File: src/hdl/rv_config.svh
// Core configuration macros: reset PC, data memory depth, instruction width
`ifndef RV_CONFIG_SVH
`define RV_CONFIG_SVH

// First fetch address after reset
`define RV_RESET_PC 32'h8000_0000

// Data memory depth in 64-bit doublewords, power of two
`define RV_DMEM_WORDS 256

// Instruction word width
`define RV_INSTR_WIDTH 32

`endif

File: src/hdl/rvPkg.sv
// Shared types: data and index vectors, class and phase enums, decode and commit structs
`default_nettype none
`include "rv_config.svh"

package rvPkg;

  typedef logic [63:0] xlenT;
  typedef logic [`RV_INSTR_WIDTH-1:0] instrT;
  typedef logic [4:0] regIdxT;

  // Instruction classes seen by the execute blocks
  typedef enum logic [3:0] {
    OpReg,
    OpImm,
    OpRegW,
    OpImmW,
    Lui,
    Auipc,
    Load,
    Store,
    Branch,
    Jal,
    Jalr,
    Ebreak,
    Illegal
  } opClassT;

  // One instruction takes exactly these four steps
  typedef enum logic [1:0] {
    Fetch,
    Read,
    Execute,
    Writeback
  } phaseT;

  typedef struct packed {
    opClassT    opClass;
    logic [2:0] funct3;
    logic       funct7b5;
    regIdxT     rs1;
    regIdxT     rs2;
    regIdxT     rd;
    xlenT       imm;
    logic       writesRd;
  } decodeT;

  // Retirement record, one per instruction
  typedef struct packed {
    xlenT   pc;
    xlenT   nextPc;
    instrT  instr;
    logic   rdWe;
    regIdxT rd;
    xlenT   rdData;
  } commitT;

endpackage

`default_nettype wire

File: src/hdl/rvBranchUnit.sv
// Branch condition evaluation and next-PC selection
`default_nettype none

module rvBranchUnit import rvPkg::*; (
  input  decodeT dec,
  input  xlenT   pc,
  input  xlenT   rs1Data,
  input  xlenT   rs2Data,
  output xlenT   nextPc,
  output xlenT   linkPc
);

  logic taken;
  xlenT pcTarget;
  xlenT regTarget;

  always_comb begin
    unique case (dec.funct3)
      3'b000:  taken = (rs1Data == rs2Data);
      3'b001:  taken = (rs1Data != rs2Data);
      3'b100:  taken = ($signed(rs1Data) < $signed(rs2Data));
      3'b101:  taken = ($signed(rs1Data) >= $signed(rs2Data));
      3'b110:  taken = (rs1Data < rs2Data);
      3'b111:  taken = (rs1Data >= rs2Data);
      default: taken = 1'b0;
    endcase
  end

  assign linkPc    = pc + 64'd4;
  assign pcTarget  = pc + dec.imm;
  // jalr drops bit 0 of the sum
  assign regTarget = (rs1Data + dec.imm) & ~64'd1;

  always_comb begin
    unique case (dec.opClass)
      Jal:     nextPc = pcTarget;
      Jalr:    nextPc = regTarget;
      Branch:  nextPc = taken ? pcTarget : linkPc;
      default: nextPc = linkPc;
    endcase
  end

endmodule

`default_nettype wire

File: config.mk
export PLATFORM = sky130hd
export DESIGN_NAME = rvBranchUnit
export DESIGN_NICKNAME = d
export VERILOG_FILES = /design/src/hdl/rvPkg.sv /design/src/hdl/rvBranchUnit.sv
export VERILOG_INCLUDE_DIRS = /design/src /design/src/hdl
export SDC_FILE = /design/constraint.sdc
export NUM_CORES = 1
export LEC_CHECK = 0
export BUFFER_PORTS_ARGS = -buffer_cell sky130_fd_sc_hd__buf_2
export CAP_MARGIN = 15
export CORE_ASPECT_RATIO = 0.6
export CORE_MARGIN = 2
export CORE_UTILIZATION = 35
export DETAILED_ROUTE_END_ITERATION = 6
export SLEW_MARGIN = 20
export SYNTH_ARGS = -nofsm -noshare
export SYNTH_HDL_FRONTEND = slang
export SYNTH_SLANG_ARGS = --single-unit
File: constraint.sdc
create_clock -name vclk -period 5.6
set_clock_uncertainty 0.05 [all_clocks]
set_input_delay 0.56 -clock vclk [all_inputs]
set_output_delay 0.56 -clock vclk [all_outputs]
set_load 0.05 [all_outputs]
==> results.md <==
- Drt drc: 0
- RSZ-0062 raised after global routing: no
- Total congestion overflow: 0
- Initial Util: 0.357
- Nets@finish: about 2500
- Share of layout cells above drive strength 1: 0.225
- HP Class: primary input to output pin
- Maximum VDD drop: 60.4 uV
- Register Area: 0 sq um
- Global placer's final weighted congestion: ~1.1
- Hold Startpoint: pc[0]
- Iteration count of the initial detailed-routing pass: 6
- Worst path required time: 4990 ps
- Routed WL: 52300 microns
- Std cell rows: 50
- FILL cells: between 3000 and 4000
- Minimum clock period after layout: slightly above 5000 ps
- Area grow syn2layout: 21.0%
- Die H: 142 microns
- CP Max Fanout: 4
- Synthesized instance count: between 1500 and 2000
- Count of input and output buffers: 391
- Setup_tns: 0 ps
- Final Hold Fails: 0
- Vias: around 14000
- GRT Overall Usage: 0.294
- Post-synthesis cell type count: between 80 and 90
- Setup violators final: 0
- Synth Net Count: between 2000 and 2500
- Routed wl met2: slightly above 20000 microns
- Die X: 235 microns
- Met3 WL: 6360 microns
- Fmax: about 190 MHz
- WL per Instance: between 20 and 25 microns
- CTS Hold Bufs: 0
- Dpl ws: approximately 570 ps
- Worst Hold Path Cells: 2
- P_leak: approximately 6.6 nW
- WHS Endpoint: linkPc[0]
- Vias in the first global route: 13000
- Post-CTS Setup Repair Bufs: 0
- CORE AREA: about 31000 sq um
- Post-CTS sizing: 0
- Top-Level Pins: roughly 400
- Die area: 33400 sq um
- Max Used Layer: met5
- Clock buf count: 0
- Power Density: 131 nW/um^2
- FFs & Latches: 0
- Avg Inst Size Synth: slightly below 7 sq um
- Final worst slack: ~420 ps
- Max_cap viols: 0
- Largest net degree at the start of global routing: 46
- CP Launch Type: primary input
- Starting DRT DRC Count: 1687
- YS warnings: 0
- Period utilization: 0.925
- Post-synthesis sequential area ratio: 0
- Number of antenna-violating nets in the routed design: 0
- Initial antenna violation count: 7
- Vias per cell: roughly 5.9
- Worst setup EP type: output pin
- Tightest Pin Transition: 880 ps
- Critical path class: primary input to output pin
- Outcome: complete, no violations
- Dpl hpwl: roughly 46000 microns
- Max transition margin: 0.407
- First-pass GRT wire length: 77200 microns
- Netlist Area Pre-Place: about 11000 sq um
- Met1 Wirelength: between 20000 and 30000 microns
- Slew Viols, Final: 0
- CP arrival: 4570 ps
==> cell usage in the layout, fill, tap and decap left out, types with 18 or more instances in the layout <==
cell type	netlist	layout
xor2_1	61	61
xnor2_1	115	115
a21oi_1	179	179
a22oi_1	45	45
nand2b_1	18	18
nand3_1	51	51
o21ai_0	135	135
buf_2	12	391
inv_1	102	102
o21bai_1	21	21
a21o_1	64	63
nand2_1	170	170
nor2_1	95	95
and3_1	24	24
ha_1	190	190
nand4_1	51	51
==> worst max-delay path by stage <==
| stage | slack (ps) | depth (start not counted) | end | startpoint |
|---|---|---|---|---|
| after floorplan | 1150 | 12 | nextPc[57] | dec[21] |
| after global placement | 620 | 16 | nextPc[41] | rs1Data[30] |
| after detailed placement | 570 | 16 | nextPc[41] | rs1Data[30] |
| after CTS | 550 | 16 | nextPc[41] | rs1Data[30] |
| after global routing | 240 | 14 | nextPc[62] | dec[5] |
| final | 420 | 14 | nextPc[58] | dec[4] |
==> final cells by class <==
type	count	area, sq um	area share
Inverter	102	383	0.0283
Multi-Input combinational cell	1488	10500	0.776
Tap cell	416	520	0.0385
Antenna cell	4	10.0	0.000741
Timing Repair Buffer	409	2120	0.157
==> critical path, stage by stage <==
cell and delay [ps]:
buf_2 120, ha_1 350, nand3_1 110, o22ai_1 380, o211ai_1 290, a31oi_1 680
nand4_1 260, a311o_1 440, o211ai_1 360, a41oi_1 220, xor2_1 220, nor2_1 90
a221o_1 270, buf_2 210
==> cell families (layout without fill, tap and decap cells) <==
kind of cell	after synthesis	in the layout	synth area share
other	0	4	0
buffers and inverters	171	511	0.0625
multiplexers	3	3	0.00269
AO/OA/AOI/OAI	601	601	0.343
AND/OR/NAND/NOR	512	512	0.231
XOR/XNOR	180	180	0.144
adder cells (fa/ha/maj)	192	192	0.216
==> stage by stage <==
step | power (W) | instances | utilization | hold WS [ps] | cell area, sq um
2_1_floorplan | 0.00118 | 1659 | - | 1240 | 11200
3_3_place_gp | 0.00172 | 2415 | 0.431 | 1400 | 13500
3_5_place_dp | 0.00173 | 2415 | 0.431 | 1400 | 13500
4_1_cts | 0.00174 | 2415 | 0.431 | 1400 | 13500
5_1_grt | 0.00191 | 2418 | 0.432 | 1410 | 13500
6_report | 0.00177 | 2419 | 0.432 | 1400 | 13500
==> cell usage after synthesis (11+ instances only) <==
library cell | number | area (sq um)
a211oi_1 | 11 | 82.6
a21o_1 | 64 | 480
a21oi_1 | 179 | 896
a221o_1 | 12 | 120
a22oi_1 | 45 | 338
a31oi_1 | 14 | 87.6
and2_1 | 11 | 68.8
and3_1 | 24 | 150
and4_1 | 11 | 96.3
buf_2 | 12 | 60.1
clkbuf_1 | 46 | 173
ha_1 | 190 | 2380
inv_1 | 102 | 383
nand2_1 | 170 | 638
nand2b_1 | 18 | 113
nand3_1 | 51 | 255
nand4_1 | 51 | 319
nor2_1 | 95 | 357
nor2b_1 | 16 | 100
nor3_1 | 16 | 80.1
o211ai_1 | 13 | 97.6
o21a_1 | 14 | 105
o21ai_0 | 135 | 676
o21ai_1 | 11 | 55.1
o21bai_1 | 21 | 158
o31ai_1 | 13 | 97.6
xnor2_1 | 115 | 1010
xor2_1 | 61 | 534
==> power breakdown <==
part | leakage (nW) | internal [W] | total (W) | switching, W
registers | 0 | 0 | 0 | 0
logic | 6.60 | 0.000602 | 0.00177 | 0.00117
clock network | 0.0000254 | 0.0000000000959 | 0.0000000000959 | 0
total | 6.60 | 0.000602 | 0.00177 | 0.00117
==> routing by layer <==
layer,vias up,global-route usage
li1,6858,-
met1,6604,0.441
met2,723,0.413
met3,35,0.0908
met4,4,0.0333
met5,-,0
No activity file was read; power rests on OpenSTA's default activity.
