**src/hdl/rv_config.svh**
```systemverilog
// Core configuration macros: reset PC, data memory depth, instruction width
`ifndef RV_CONFIG_SVH
`define RV_CONFIG_SVH

// First fetch address after reset
`define RV_RESET_PC 32'h8000_0000

// Data memory depth in 64-bit doublewords, power of two
`define RV_DMEM_WORDS 256

// Instruction word width
`define RV_INSTR_WIDTH 32

`endif

```
**src/hdl/rvPkg.sv**
```systemverilog
// Shared types: data and index vectors, class and phase enums, decode and commit structs
`default_nettype none
`include "rv_config.svh"

package rvPkg;

  typedef logic [63:0] xlenT;
  typedef logic [`RV_INSTR_WIDTH-1:0] instrT;
  typedef logic [4:0] regIdxT;

  // Instruction classes seen by the execute blocks
  typedef enum logic [3:0] {
    OpReg,
    OpImm,
    OpRegW,
    OpImmW,
    Lui,
    Auipc,
    Load,
    Store,
    Branch,
    Jal,
    Jalr,
    Ebreak,
    Illegal
  } opClassT;

  // One instruction takes exactly these four steps
  typedef enum logic [1:0] {
    Fetch,
    Read,
    Execute,
    Writeback
  } phaseT;

  typedef struct packed {
    opClassT    opClass;
    logic [2:0] funct3;
    logic       funct7b5;
    regIdxT     rs1;
    regIdxT     rs2;
    regIdxT     rd;
    xlenT       imm;
    logic       writesRd;
  } decodeT;

  // Retirement record, one per instruction
  typedef struct packed {
    xlenT   pc;
    xlenT   nextPc;
    instrT  instr;
    logic   rdWe;
    regIdxT rd;
    xlenT   rdData;
  } commitT;

endpackage

`default_nettype wire

```
**src/hdl/rvControl.sv**
```systemverilog
// Phase FSM, PC and instruction registers, writeback select, commit record and halt
`default_nettype none
`include "rv_config.svh"

module rvControl import rvPkg::*; (
  input  logic   clk,
  input  logic   rst,
  input  decodeT dec,
  input  instrT  instr,
  input  xlenT   aluResult,
  input  xlenT   loadData,
  input  xlenT   nextPc,
  input  xlenT   linkPc,
  output phaseT  phase,
  output xlenT   pc,
  output instrT  instrReg,
  output logic   rdWe,
  output xlenT   rdData,
  output logic   commitValid,
  output commitT commit,
  output logic   halted
);

  phaseT phaseNext;

  always_comb begin
    unique case (phase)
      Fetch:   phaseNext = Read;
      Read:    phaseNext = Execute;
      Execute: phaseNext = Writeback;
      default: phaseNext = Fetch;
    endcase
  end

  always_ff @(posedge clk) begin
    if (rst) begin
      phase  <= Fetch;
      pc     <= xlenT'(`RV_RESET_PC);
      halted <= 1'b0;
    end else if (!halted) begin
      // An ebreak retires and leaves the FSM parked in Fetch
      phase <= phaseNext;
      if (phase == Writeback) begin
        pc <= nextPc;
        if (dec.opClass == Ebreak) begin
          halted <= 1'b1;
        end
      end
    end
  end

  always_ff @(posedge clk) begin
    if (phase == Fetch && !halted) begin
      instrReg <= instr;
    end
  end

  // Writeback value
  always_comb begin
    unique case (dec.opClass)
      Load:      rdData = loadData;
      Jal, Jalr: rdData = linkPc;
      default:   rdData = aluResult;
    endcase
  end

  assign commitValid = (phase == Writeback);
  assign rdWe        = commitValid && dec.writesRd;

  always_comb begin
    commit.pc     = pc;
    commit.nextPc = nextPc;
    commit.instr  = instrReg;
    commit.rdWe   = rdWe;
    commit.rd     = dec.rd;
    commit.rdData = rdData;
  end

endmodule

`default_nettype wire

```
**config.mk**
```make
export PLATFORM = sky130hd
export DESIGN_NAME = rvControl
export DESIGN_NICKNAME = d
export VERILOG_FILES = /design/src/hdl/rvPkg.sv /design/src/hdl/rvControl.sv
export VERILOG_INCLUDE_DIRS = /design/src /design/src/hdl
export SDC_FILE = /design/constraint.sdc
export NUM_CORES = 1
export LEC_CHECK = 0
export ABC_AREA = 1
export CORE_AREA = 2 2 303 305
export CTS_BUF_LIST = sky130_fd_sc_hd__clkbuf_4 sky130_fd_sc_hd__clkbuf_8
export CTS_CLUSTER_SIZE = 24
export DETAILED_ROUTE_END_ITERATION = 8
export DIE_AREA = 0 0 305 307
export DONT_BUFFER_PORTS = 1
export PLACE_DENSITY = 0.3
export SYNTH_ARGS = -nofsm -noshare
export SYNTH_HDL_FRONTEND = slang
export SYNTH_SLANG_ARGS = --single-unit
```
**constraint.sdc**
```tcl
create_clock -name clk -period 3.9 [get_ports clk]
set_clock_uncertainty 0.1 [all_clocks]
set_input_delay 0.39 -clock clk [delete_from_list [all_inputs] [get_ports clk]]
set_output_delay 0.39 -clock clk [all_outputs]
set_load 0.02 [all_outputs]
```
==> flow_metrics.env <==
export IMPL_vias=5965
export IMPL_clk_transition_reported_paths_ns=0.10
export IMPL_area_occupied_by_multi_input_gates_um2=2357
export IMPL_timing_reg2reg_worst_path_depth=5
export IMPL_synthToLayoutAreaGrowth_pct=14.90
export IMPL_cts_htree_levels=3
export IMPL_synth_net_count=1258
export IMPL_synth_area_leaders="sky130_fd_sc_hd__buf_4 27%, sky130_fd_sc_hd__dfxtp_1 20%, sky130_fd_sc_hd__nand3_1 14%"
export IMPL_dieHeight_um=307
export IMPL_rsz0062_at_grt="false"
export IMPL_design_area_um2=7720
export IMPL_clk_latency_ns=0.45
export IMPL_layout_cells_most_common_list="193 x sky130_fd_sc_hd__nand3_1, 126 x sky130_fd_sc_hd__nor2_1, 97 x sky130_fd_sc_hd__dlygate4sd3_1"
export IMPL_most_frequent_standard_cell_in_the_layout_excluding_fill_and_tap_cells="sky130_fd_sc_hd__nand3_1"
export IMPL_max_cap_violations=0
export IMPL_initial_utilization=0.07409
export IMPL_r2r_start="phase[0]"
export IMPL_grt_overflow=0
export IMPL_drive_above_1_share=0.1004
export IMPL_place_congestion=0.7948
export IMPL_comb_power_share=0.254
export IMPL_cp_arrival_ns=2.30
export IMPL_placeable_core_area_um2=90690
export IMPL_sequential_cell_area_um2=2302
export IMPL_clock_power_share=0.165
export IMPL_syn_mean_instance_area_um2=7.670
export IMPL_outcome="complete, no violations"
export IMPL_worstReg2RegEnd="pc[26]"
export IMPL_worstPathBufferInverterCount=3
export IMPL_synth_top_cell_area_share=0.2659
export IMPL_slew_headroom=0.2725
export IMPL_vias_per_cell=3.076
export IMPL_critical_path_max_stage_delay_ns=0.65
export IMPL_detail_route_iter0_violations=632
export IMPL_drc=0
export IMPL_synthesis_area_um2=6719
export IMPL_static_leakage_power_nw=2.463
export IMPL_design_final_nets=1114
export IMPL_crit_path_start_kind="input pin"
export IMPL_postSynthRegisterBits=99
export IMPL_worstPathRequired_ns=3.41
export IMPL_timing_final_setup_violations=0
export IMPL_synth_seq_area_share=0.3426
export IMPL_power_density_nw_per_um2=550.9
export IMPL_timing_setup_tns_ns=0
export IMPL_cts_num_sinks=99
export IMPL_p_sw_frac=0.5370
export IMPL_finalHoldViolations=0
export IMPL_cts_root_buf="sky130_fd_sc_hd__clkbuf_8"
export IMPL_timing_hold_worst_start="dec[85]"
export IMPL_drt_antenna_violating_nets=0
export IMPL_io_pins=773
export IMPL_setup_reg_to_reg_worst_slack_ns=1.60
export IMPL_critical_path_slowest_cell="sky130_fd_sc_hd__buf_4"
export IMPL_rows=111
export IMPL_p_switching_mw=2.284
export IMPL_p_int_mw=1.969
export IMPL_post_dp_hpwl_um=30330
export IMPL_grt_first_pass_wirelength_um=49420
export IMPL_total_number_of_cells_along_the_worst_setup_path=6
export IMPL_timing_critical_path_fanout_max=64
export IMPL_power_sequential_fraction=0.581
export IMPL_routed_wire_length_per_instance_um=19.75
export IMPL_slew_viol_final=0
export IMPL_cts_buffers_inserted=9
export IMPL_io_buffers=0
export IMPL_ir_worst_vdd_v=0.0002148
export IMPL_share_of_the_cycle_needed_by_the_critical_path_after_routing=0.7151
export IMPL_drt_wl_total_um=38300
export IMPL_clock_tree_buffer_depth=2
export IMPL_ys_warn_count=0
export IMPL_period_minus_slack_ns=2.789
export IMPL_setup_worst_path_class="input pin to output port"
export IMPL_die_width_um=305
export IMPL_synthDistinctLibCells=18
export IMPL_nFillCells=10653
export IMPL_die_area_um2=93640
export IMPL_hold_path_depth=2
export IMPL_actual_slew_at_the_worst_max_slew_pin_ns=1.091
export IMPL_post_cts_repair_setup_buffers=0
export IMPL_cts_tree="built"
export IMPL_whs_endpoint="halted"
export IMPL_number_of_antenna_violations_at_the_first_check_in_global_routing=23
export IMPL_worst_path_dominant_cell_family="buffers and inverters"
export IMPL_cp_cell_sequence="inv_1 -> nor2_4 -> buf_4 -> nand3_1 -> nand3_1 -> buf_4"
export IMPL_holdCritPathClass="input pin to flop"
export IMPL_synth_area_leader_cell="sky130_fd_sc_hd__buf_4"
export IMPL_grtUsageTotal=0.07772
export IMPL_max_freq_mhz=358.5
export IMPL_placedInstanceArea_um2=6525
export IMPL_timing_critical_path_to_type="output port"
export IMPL_syn_instance_count=876
export IMPL_vias_in_the_first_global_route=5685
export IMPL_grt_start_max_net_pins=67
export IMPL_number_of_iterations_in_the_first_detailed_routing_pass=6
-- synth_stat cells --
| cell | number |
|---|---|
| sky130_fd_sc_hd__o21bai_1 | 1 |
| sky130_fd_sc_hd__inv_1 | 7 |
| sky130_fd_sc_hd__a21oi_1 | 3 |
| sky130_fd_sc_hd__inv_4 | 1 |
| sky130_fd_sc_hd__nand3_1 | 193 |
| sky130_fd_sc_hd__o21ai_0 | 65 |
| sky130_fd_sc_hd__buf_2 | 52 |
| sky130_fd_sc_hd__nor2_2 | 2 |
| sky130_fd_sc_hd__nand2_1 | 7 |
| sky130_fd_sc_hd__clkbuf_1 | 7 |
| sky130_fd_sc_hd__ha_1 | 4 |
| sky130_fd_sc_hd__nor2_1 | 128 |
| sky130_fd_sc_hd__nand3_2 | 1 |
| sky130_fd_sc_hd__nand4_1 | 65 |
| sky130_fd_sc_hd__buf_4 | 238 |
| sky130_fd_sc_hd__inv_2 | 3 |
| sky130_fd_sc_hd__edfxtp_1 | 32 |
| sky130_fd_sc_hd__dfxtp_1 | 67 |
-- cells by family after synthesis --
| family | synth area share |
|---|---|
| and+or+nand+nor | 0.2831 |
| AOI/OAI and AO/OA | 0.05177 |
| buffers and inverters | 0.3151 |
| DFF | 0.3426 |
| adders and majority gates | 0.007449 |
-- sequential cells by signal, indices dropped and copies added (netlist names) --
register,count
pc,64
instrReg,32
halted,1
phase,2
-- worst reg2reg max path: stages (launching register included) --
cell and delay, ns:
sky130_fd_sc_hd__dfxtp_1 0.57, sky130_fd_sc_hd__ha_1 0.59, sky130_fd_sc_hd__nand2_2 0.15, sky130_fd_sc_hd__inv_4 0.52
sky130_fd_sc_hd__nor2_1 0.18, sky130_fd_sc_hd__nor2_1 0.12
-- how the worst max path moves through the flow --
stage	from	to	slack, ns
finish	dec[85]	rdData[49]	1.11
floorplan	phase[0]	instrReg[0]	1.33
CTS	phase[0]	commit[69]	1.14
detailed placement	dec[85]	rdData[49]	1.17
global placement	dec[85]	rdData[49]	1.24
global route	dec[85]	rdData[49]	1.07
-- power by group through the flow --
| stage | sequential (mW) | combinational (mW) | clock [mW] |
|---|---|---|---|
| 2_1_floorplan | 1.98 | 1.64 | 0 |
| 3_3_place_gp | 2.49 | 1.01 | 0 |
| 3_5_place_dp | 2.49 | 1.02 | 0 |
| 4_1_cts | 2.46 | 1.10 | 0.779 |
| 5_1_grt | 2.51 | 1.20 | 0.815 |
| 6_report | 2.47 | 1.08 | 0.700 |
-- cell type report --
cell class,instances,share of cell area
antenna,16,0.005186
clock buffer,9,0.01605
clock inverter,7,0.007780
inverter,11,0.005673
multi-input combinational,469,0.3053
sequential,99,0.2982
tap,1186,0.1922
timing repair buffer,142,0.1695
-- metal layers --
| metal | global-route usage | vias to the layer above | wire length (µm) |
|---|---|---|---|
| li1 | - | 2506 | - |
| met1 | 0.08108 | 2835 | 13590 |
| met2 | 0.1173 | 527 | 16740 |
| met3 | 0.05348 | 83 | 6410 |
| met4 | 0.04029 | 14 | 1480 |
| met5 | 0 | - | 83 |
-- per-stage QoR --
step	std cells	hold slack, ns	setup slack, ns	total power, mW	util
after floorplan	876	0.3591	1.325	3.626	-
after global placement	1810	0.3616	1.240	3.499	0.07195
after detailed placement	1810	0.3620	1.168	3.513	0.07195
after CTS	1923	0.1627	1.139	4.347	0.08468
after global routing	1931	0.1507	1.073	4.524	0.08490
final	1939	0.1602	1.111	4.253	0.08512
-- what timing repair did --
| item | CTS | global route |
|---|---|---|
| gates resized for setup | 0 | 0 |
| hold buffers | 97 | 0 |
| hold endpoints to repair | 97 | 0 |
Note: power is estimated with default switching activity, not from simulation.
