<file path="src/hdl/rv_config.svh">
// Core configuration macros: reset PC, data memory depth, instruction width
`ifndef RV_CONFIG_SVH
`define RV_CONFIG_SVH

// First fetch address after reset
`define RV_RESET_PC 32'h8000_0000

// Data memory depth in 64-bit doublewords, power of two
`define RV_DMEM_WORDS 256

// Instruction word width
`define RV_INSTR_WIDTH 32

`endif

</file>
<file path="src/hdl/rvPkg.sv">
// Shared types: data and index vectors, class and phase enums, decode and commit structs
`default_nettype none
`include "rv_config.svh"

package rvPkg;

  typedef logic [63:0] xlenT;
  typedef logic [`RV_INSTR_WIDTH-1:0] instrT;
  typedef logic [4:0] regIdxT;

  // Instruction classes seen by the execute blocks
  typedef enum logic [3:0] {
    OpReg,
    OpImm,
    OpRegW,
    OpImmW,
    Lui,
    Auipc,
    Load,
    Store,
    Branch,
    Jal,
    Jalr,
    Ebreak,
    Illegal
  } opClassT;

  // One instruction takes exactly these four steps
  typedef enum logic [1:0] {
    Fetch,
    Read,
    Execute,
    Writeback
  } phaseT;

  typedef struct packed {
    opClassT    opClass;
    logic [2:0] funct3;
    logic       funct7b5;
    regIdxT     rs1;
    regIdxT     rs2;
    regIdxT     rd;
    xlenT       imm;
    logic       writesRd;
  } decodeT;

  // Retirement record, one per instruction
  typedef struct packed {
    xlenT   pc;
    xlenT   nextPc;
    instrT  instr;
    logic   rdWe;
    regIdxT rd;
    xlenT   rdData;
  } commitT;

endpackage

`default_nettype wire

</file>
<file path="src/hdl/rvDecode.sv">
// Instruction decoder: opcode classification, register fields, immediate generation
`default_nettype none

module rvDecode import rvPkg::*; (
  input  instrT  instr,
  output decodeT dec
);

  logic [6:0] opcode;
  logic [2:0] funct3;
  xlenT immI;
  xlenT immS;
  xlenT immB;
  xlenT immU;
  xlenT immJ;
  opClassT opClass;

  assign opcode = instr[6:0];
  assign funct3 = instr[14:12];

  // Immediate formats, all sign-extended from bit 31
  assign immI = {{52{instr[31]}}, instr[31:20]};
  assign immS = {{52{instr[31]}}, instr[31:25], instr[11:7]};
  assign immB = {{52{instr[31]}}, instr[7], instr[30:25], instr[11:8], 1'b0};
  assign immU = {{32{instr[31]}}, instr[31:12], 12'b0};
  assign immJ = {{44{instr[31]}}, instr[19:12], instr[20], instr[30:21], 1'b0};

  always_comb begin
    unique case (opcode)
      7'b0110011: opClass = OpReg;
      7'b0010011: opClass = OpImm;
      7'b0111011: opClass = OpRegW;
      7'b0011011: opClass = OpImmW;
      7'b0110111: opClass = Lui;
      7'b0010111: opClass = Auipc;
      // Only word and doubleword accesses exist
      7'b0000011: opClass = (funct3 == 3'b010 || funct3 == 3'b011) ? Load : Illegal;
      7'b0100011: opClass = (funct3 == 3'b010 || funct3 == 3'b011) ? Store : Illegal;
      7'b1100011: opClass = Branch;
      7'b1101111: opClass = Jal;
      7'b1100111: opClass = Jalr;
      7'b1110011: opClass = (instr == 32'h0010_0073) ? Ebreak : Illegal;
      default:    opClass = Illegal;
    endcase
  end

  always_comb begin
    dec.opClass  = opClass;
    dec.funct3   = funct3;
    dec.funct7b5 = instr[30];
    dec.rs1      = instr[19:15];
    dec.rs2      = instr[24:20];
    dec.rd       = instr[11:7];

    unique case (opClass)
      Store:       dec.imm = immS;
      Branch:      dec.imm = immB;
      Lui, Auipc:  dec.imm = immU;
      Jal:         dec.imm = immJ;
      default:     dec.imm = immI;
    endcase

    // x0 as destination counts as no write
    unique case (opClass)
      OpReg, OpImm, OpRegW, OpImmW, Lui, Auipc, Load, Jal, Jalr:
        dec.writesRd = (instr[11:7] != 5'd0);
      default:
        dec.writesRd = 1'b0;
    endcase
  end

endmodule

`default_nettype wire

</file>
<file path="config.mk">
export PLATFORM = sky130hd
export DESIGN_NAME = rvDecode
export DESIGN_NICKNAME = d
export VERILOG_FILES = /design/src/hdl/rvPkg.sv /design/src/hdl/rvDecode.sv
export VERILOG_INCLUDE_DIRS = /design/src /design/src/hdl
export SDC_FILE = /design/constraint.sdc
export NUM_CORES = 1
export LEC_CHECK = 0
export ABC_CLOCK_PERIOD_IN_PS = 2900
export BUFFER_PORTS_ARGS = -buffer_cell sky130_fd_sc_hd__buf_2
export CAP_MARGIN = 20
export CELL_PAD_IN_SITES_DETAIL_PLACEMENT = 1
export CELL_PAD_IN_SITES_GLOBAL_PLACEMENT = 1
export CORE_ASPECT_RATIO = 0.8
export CORE_UTILIZATION = 24
export DETAILED_ROUTE_END_ITERATION = 7
export PLACE_DENSITY = 0.91
export SLEW_MARGIN = 30
export SYNTH_ARGS = -nofsm -noshare
export SYNTH_HDL_FRONTEND = slang
export SYNTH_SLANG_ARGS = --single-unit
</file>
<file path="constraint.sdc">
create_clock -name vclk -period 2.9
set_input_delay 0.29 -clock vclk [all_inputs]
set_output_delay 0.29 -clock vclk [all_outputs]
set_load 0.03 [all_outputs]
</file>
==> results of run 1 <==
[layer usage]
layer	share of wire, %	vias up	track usage, %
met4	0	0	0.275
met5	0	-	0
met2	49	59	26.9
met1	45	556	17.4
li1	-	602	-
met3	6.2	0	1.33
[cells in the mapped netlist (all sizes together), types with 2 or more instances]
cell type and n:
buf 58, a21o 19, nor2b 12, nand2 10, nor4 6, a21oi 4
mux2 4, or3 4, inv 3, nand2b 3, nand3 3, nand4 3
nor2 3, nor3 2, o211ai 2
[logic make-up (layout without fill, tap and decap cells)]
group	after synthesis	in the layout	share of synthesized area (%)
AO/OA/AOI/OAI	32	32	22.7
multiplexers	4	4	4.22
buffers and inverters	62	125	41.6
AND/OR/NAND/NOR	53	53	31.5
[power groups by stage]
| stage | Sequential, W | Combinational (W) | Clock, W |
|---|---|---|---|
| 2_1_floorplan | 0 | 0.000248 | 0 |
| 3_3_place_gp | 0 | 0.000298 | 0 |
| 3_5_place_dp | 0 | 0.000302 | 0 |
| 4_1_cts | 0 | 0.000303 | 0 |
| 5_1_grt | 0 | 0.000317 | 0 |
| 6_report | 0 | 0.000300 | 0 |
[stage by stage]
| step | hold WS, ps | power (W) |
|---|---|---|
| after floorplan | 712 | 0.000248 |
| after global placement | 857 | 0.000298 |
| after detailed placement | 858 | 0.000302 |
| after CTS | 859 | 0.000303 |
| after global routing | 868 | 0.000317 |
| final | 857 | 0.000300 |
[worst paths after layout]
| path | start | end | slack, ps | cells after the start |
|---|---|---|---|---|
| worst max-delay path | instr[3] | dec[4] | 590 | 7 |
| worst min-delay path | instr[17] | dec[77] | 860 | 2 |
[area by class of cell]
cell class,count,area (um2),area share [%]
multi-input combinational,89,624,47.2
timing repair buffer,122,616,46.5
tap,57,71.3,5.39
inverter,3,11.3,0.851
==> impl_metrics.json, run 1 <==
{
  "status": "finished clean",
  "pre_cts_ws_ps": 588,
  "clockPowerShare_pct": 0,
  "wirelength_um": 3590,
  "ant_nets": 0,
  "fin_tns_setup_ps": 0,
  "drt-initial-drc-count": 27,
  "vias": 1217,
  "worstPathArrival_ps": 2020,
  "clock_buffers": 0,
  "remaining_drc_errors": 0,
  "gp_congestion": 0.814,
  "cp_max_fo": 11,
  "p_int_w": 0.0000872,
  "dp_hpwl_um": 3100,
  "grt_start_max_net_pins": 36,
  "final_common_cell": "buf_2",
  "placed_cells": 271,
  "final_cell_area_mm2": 0.00132,
  "worst_slack_ps": 593,
  "yosys-top-cells-area": "buf_4 (37%), a21o_1 (13%), nor2b_1 (6.4%), nand2_1 (3.5%), nor4_1 (3.5%)",
  "io_pins": 120,
  "slowest_delay_ps": 360,
  "nets": 248,
  "overflow": 0,
  "synthesis.area_mm2": 0.00107,
  "grt_pass1_wl_um": 5270,
  "criticalPathCategory": "in2out",
  "num_antenna_cells": 0,
  "avgRoutedWirePerCell_um": 13.3,
  "fmax_ghz": 0.433,
  "rsz0062_at_grt": "no",
  "cp.required_ps": 2610,
  "cp_num_buf_inv": 2,
  "die_area_mm2": 0.00472,
  "die_w_um": 76.6,
  "num_rows": 21,
  "hold_class": "in2out",
  "die_h_um": 61.7,
  "finalCritPeriodShare_pct": 79.6,
  "yosys.area.top_type": "buf_4",
  "worst_setup_path_end_kind": "output port",
  "crit_chain": "buf_2 -> and4bb_1 -> nor4b_2 -> nand2_1 -> nand2_1 -> mux2_2 -> buf_2",
  "start_util_pct": 25.3,
  "track_usage_pct": 13.7,
  "synth_warnings": 0,
  "power_leakage_nw": 0.788,
  "ir_drop_v": 0.0000707,
  "critPathLaunchType": "primary input",
  "routed_via_density": 4.49,
  "tightest_slew_ps": 726,
  "postCtsSetupBuffers": 0,
  "power_density_mw_per_mm2": 227,
  "cpLargestDelayFamily": "simple AND/OR/NAND/NOR gates",
  "crit_slowest_cell": "mux2_2",
  "switching_share_pct": 70.9,
  "utilization_pct": 31.3,
  "core-area_mm2": 0.00423,
  "slew_viol_final": 0,
  "max-cap-violations": 0,
  "synth_area_per_cell_um2": 7.08,
  "drive_gt1_share_pct": 61.2,
  "placed_area_mm2": 0.00132,
  "synth_nets": 183,
  "port_buffers": 120,
  "synth_top_area_share_pct": 37.2,
  "cts_resized": 0,
  "period_needed_ps": 2310,
  "fill_cells": 578,
  "cts-hold-fix-buffers": 0,
  "final_cell_mix": "buf_2 (120), a21o_1 (19), nor2b_1 (11), nand2_1 (10), nor4_1 (6)",
  "final_cells": 271,
  "ys_types": 38,
  "ys_seq_area_share_pct": 0,
  "antenna_found_initial": 0,
  "comb_power_share_pct": 100.0,
  "relSlewSlack_pct": 51.5,
  "syn_inst": 151,
  "grt_pass1_vias": 1067,
  "setup_viol": 0,
  "p_switching_w": 0.000213,
  "area_growth_pct": 23.8,
  "seq_cells": 0,
  "first_pass_iters": 4,
  "final_hold_viol_count": 0,
  "pwr-share-seq_pct": 0,
  "seq_area_um2": 0
}
(Power assumes the default switching activity.)
==> run 2: changes to the inputs <==
ABC_CLOCK_PERIOD_IN_PS = 2400   (was 2900)
CORE_UTILIZATION = 22   (was 24)
PLACE_DENSITY = 0.85   (was 0.91)
clock period = 2.4 ns   (was 2.9 ns; I/O delays follow)
==> run 2 against run 1 <==
Net effect:
- non-clock buffer count up 3
- core utilization down 2.1 points
- design area up 2.0%
- critical path depth unchanged
- cell count up 2.2%
- global-route usage down 0.50 points
- sequential share of layout area unchanged
- die area up 8.8%
- setup slack worse by 380 ps
- largest cell class is now non-clock buffers
- flip-flop and latch count unchanged
==> impl_metrics.json, run 2 (synthesis results as in run 1) <==
{
  "avgRoutedWirePerCell_um": 13.5,
  "crit_cells": 7,
  "hold_path_depth": 2,
  "seq_area_um2": 0,
  "grt_pass1_wl_um": 5470,
  "hold_class": "in2out",
  "overflow": 0,
  "finalCritPeriodShare_pct": 91.3,
  "start_util_pct": 23.1,
  "postCtsSetupBuffers": 0,
  "port_buffers": 120,
  "num_antenna_cells": 0,
  "die_area_mm2": 0.00514,
  "crit_slowest_cell": "mux2_2",
  "worst_setup_path_end_kind": "output port",
  "cp.required_ps": 2160,
  "die_h_um": 64.3,
  "period_needed_ps": 2190,
  "seq_cells": 0,
  "power_leakage_nw": 0.803,
  "num_rows": 22,
  "final_common_cell": "buf_2",
  "criticalPathCategory": "in2out",
  "cts_resized": 0,
  "crit_chain": "buf_2 -> and4bb_1 -> nor4b_2 -> nand2_1 -> nand2_1 -> mux2_2 -> buf_2",
  "critPathLaunchType": "primary input",
  "status": "finished clean",
  "placed_cells": 277,
  "antenna_found_initial": 0,
  "worstPathArrival_ps": 1950,
  "timing.hold.ws_ps": 757,
  "vias": 1269,
  "final_cells": 277,
  "utilization_pct": 29.2,
  "fin_tns_setup_ps": 0,
  "wirelength_um": 3740,
  "worst_slack_ps": 209,
  "track_usage_pct": 13.2,
  "core-area_mm2": 0.00462,
  "slew_viol_final": 0,
  "grt_pass1_vias": 1119,
  "setup_viol": 0,
  "drive_gt1_share_pct": 61.8,
  "fmax_ghz": 0.456,
  "nets": 251,
  "remaining_drc_errors": 0,
  "max-cap-violations": 0,
  "rsz0062_at_grt": "no",
  "ant_nets": 0,
  "relSlewSlack_pct": 51.9,
  "power_density_mw_per_mm2": 271,
  "slowest_delay_ps": 360,
  "final_hold_viol_count": 0,
  "ir_drop_v": 0.000138,
  "cp_max_fo": 11,
  "cts-hold-fix-buffers": 0,
  "die_w_um": 79.9,
  "first_pass_iters": 4,
  "routed_via_density": 4.58,
  "gp_congestion": 0.836,
  "final_cell_mix": "buf_2 (120), a21o_1 (19), nor2b_1 (11), nand2_1 (10), nor4_1 (6)",
  "area_growth_pct": 26.2,
  "clock_buffers": 0,
  "pre_cts_ws_ps": 200,
  "fill_cells": 610,
  "dp_hpwl_um": 3200,
  "cpLargestDelayFamily": "simple AND/OR/NAND/NOR gates",
  "tightest_slew_ps": 720,
  "io_pins": 120,
  "drt-initial-drc-count": 53,
  "grt_start_max_net_pins": 16,
  "cp_num_buf_inv": 2
}
[run 2: path summary, 6_finish.rpt]
path / to / from
setup / recovery: dec[3] / instr[3]
hold / removal: dec[69] / instr[11]
[run 2: per-stage QoR]
| step | power [W] | instance area, um2 |
|---|---|---|
| 2_1_floorplan | 0.000299 | 1070 |
| 3_3_place_gp | 0.000363 | 1350 |
| 3_5_place_dp | 0.000368 | 1350 |
| 4_1_cts | 0.000369 | 1350 |
| 5_1_grt | 0.000387 | 1350 |
| 6_report | 0.000365 | 1350 |
[run 2: area by class of cell]
class	count	area (um2)	area share [%]
Tap cell	60	75.1	5.57
Inverter	3	11.3	0.835
Timing Repair Buffer	125	638	47.3
Multi-Input combinational cell	89	624	46.3
[run 2: metal layers]
| metal | vias to the layer above | global-route usage [%] | part of all wire [%] |
|---|---|---|---|
| met3 | 0 | 0.857 | 6.7 |
| met2 | 60 | 26.5 | 51 |
| li1 | 607 | - | - |
| met5 | - | 0 | 0 |
| met4 | 0 | 0 | 0 |
| met1 | 602 | 15.9 | 43 |
[run 2: report_power, final]
group	switching [W]	internal (W)	leakage (nW)
sequential	0	0	0
combinational	0.000258	0.000107	0.803
clock	0	0	0
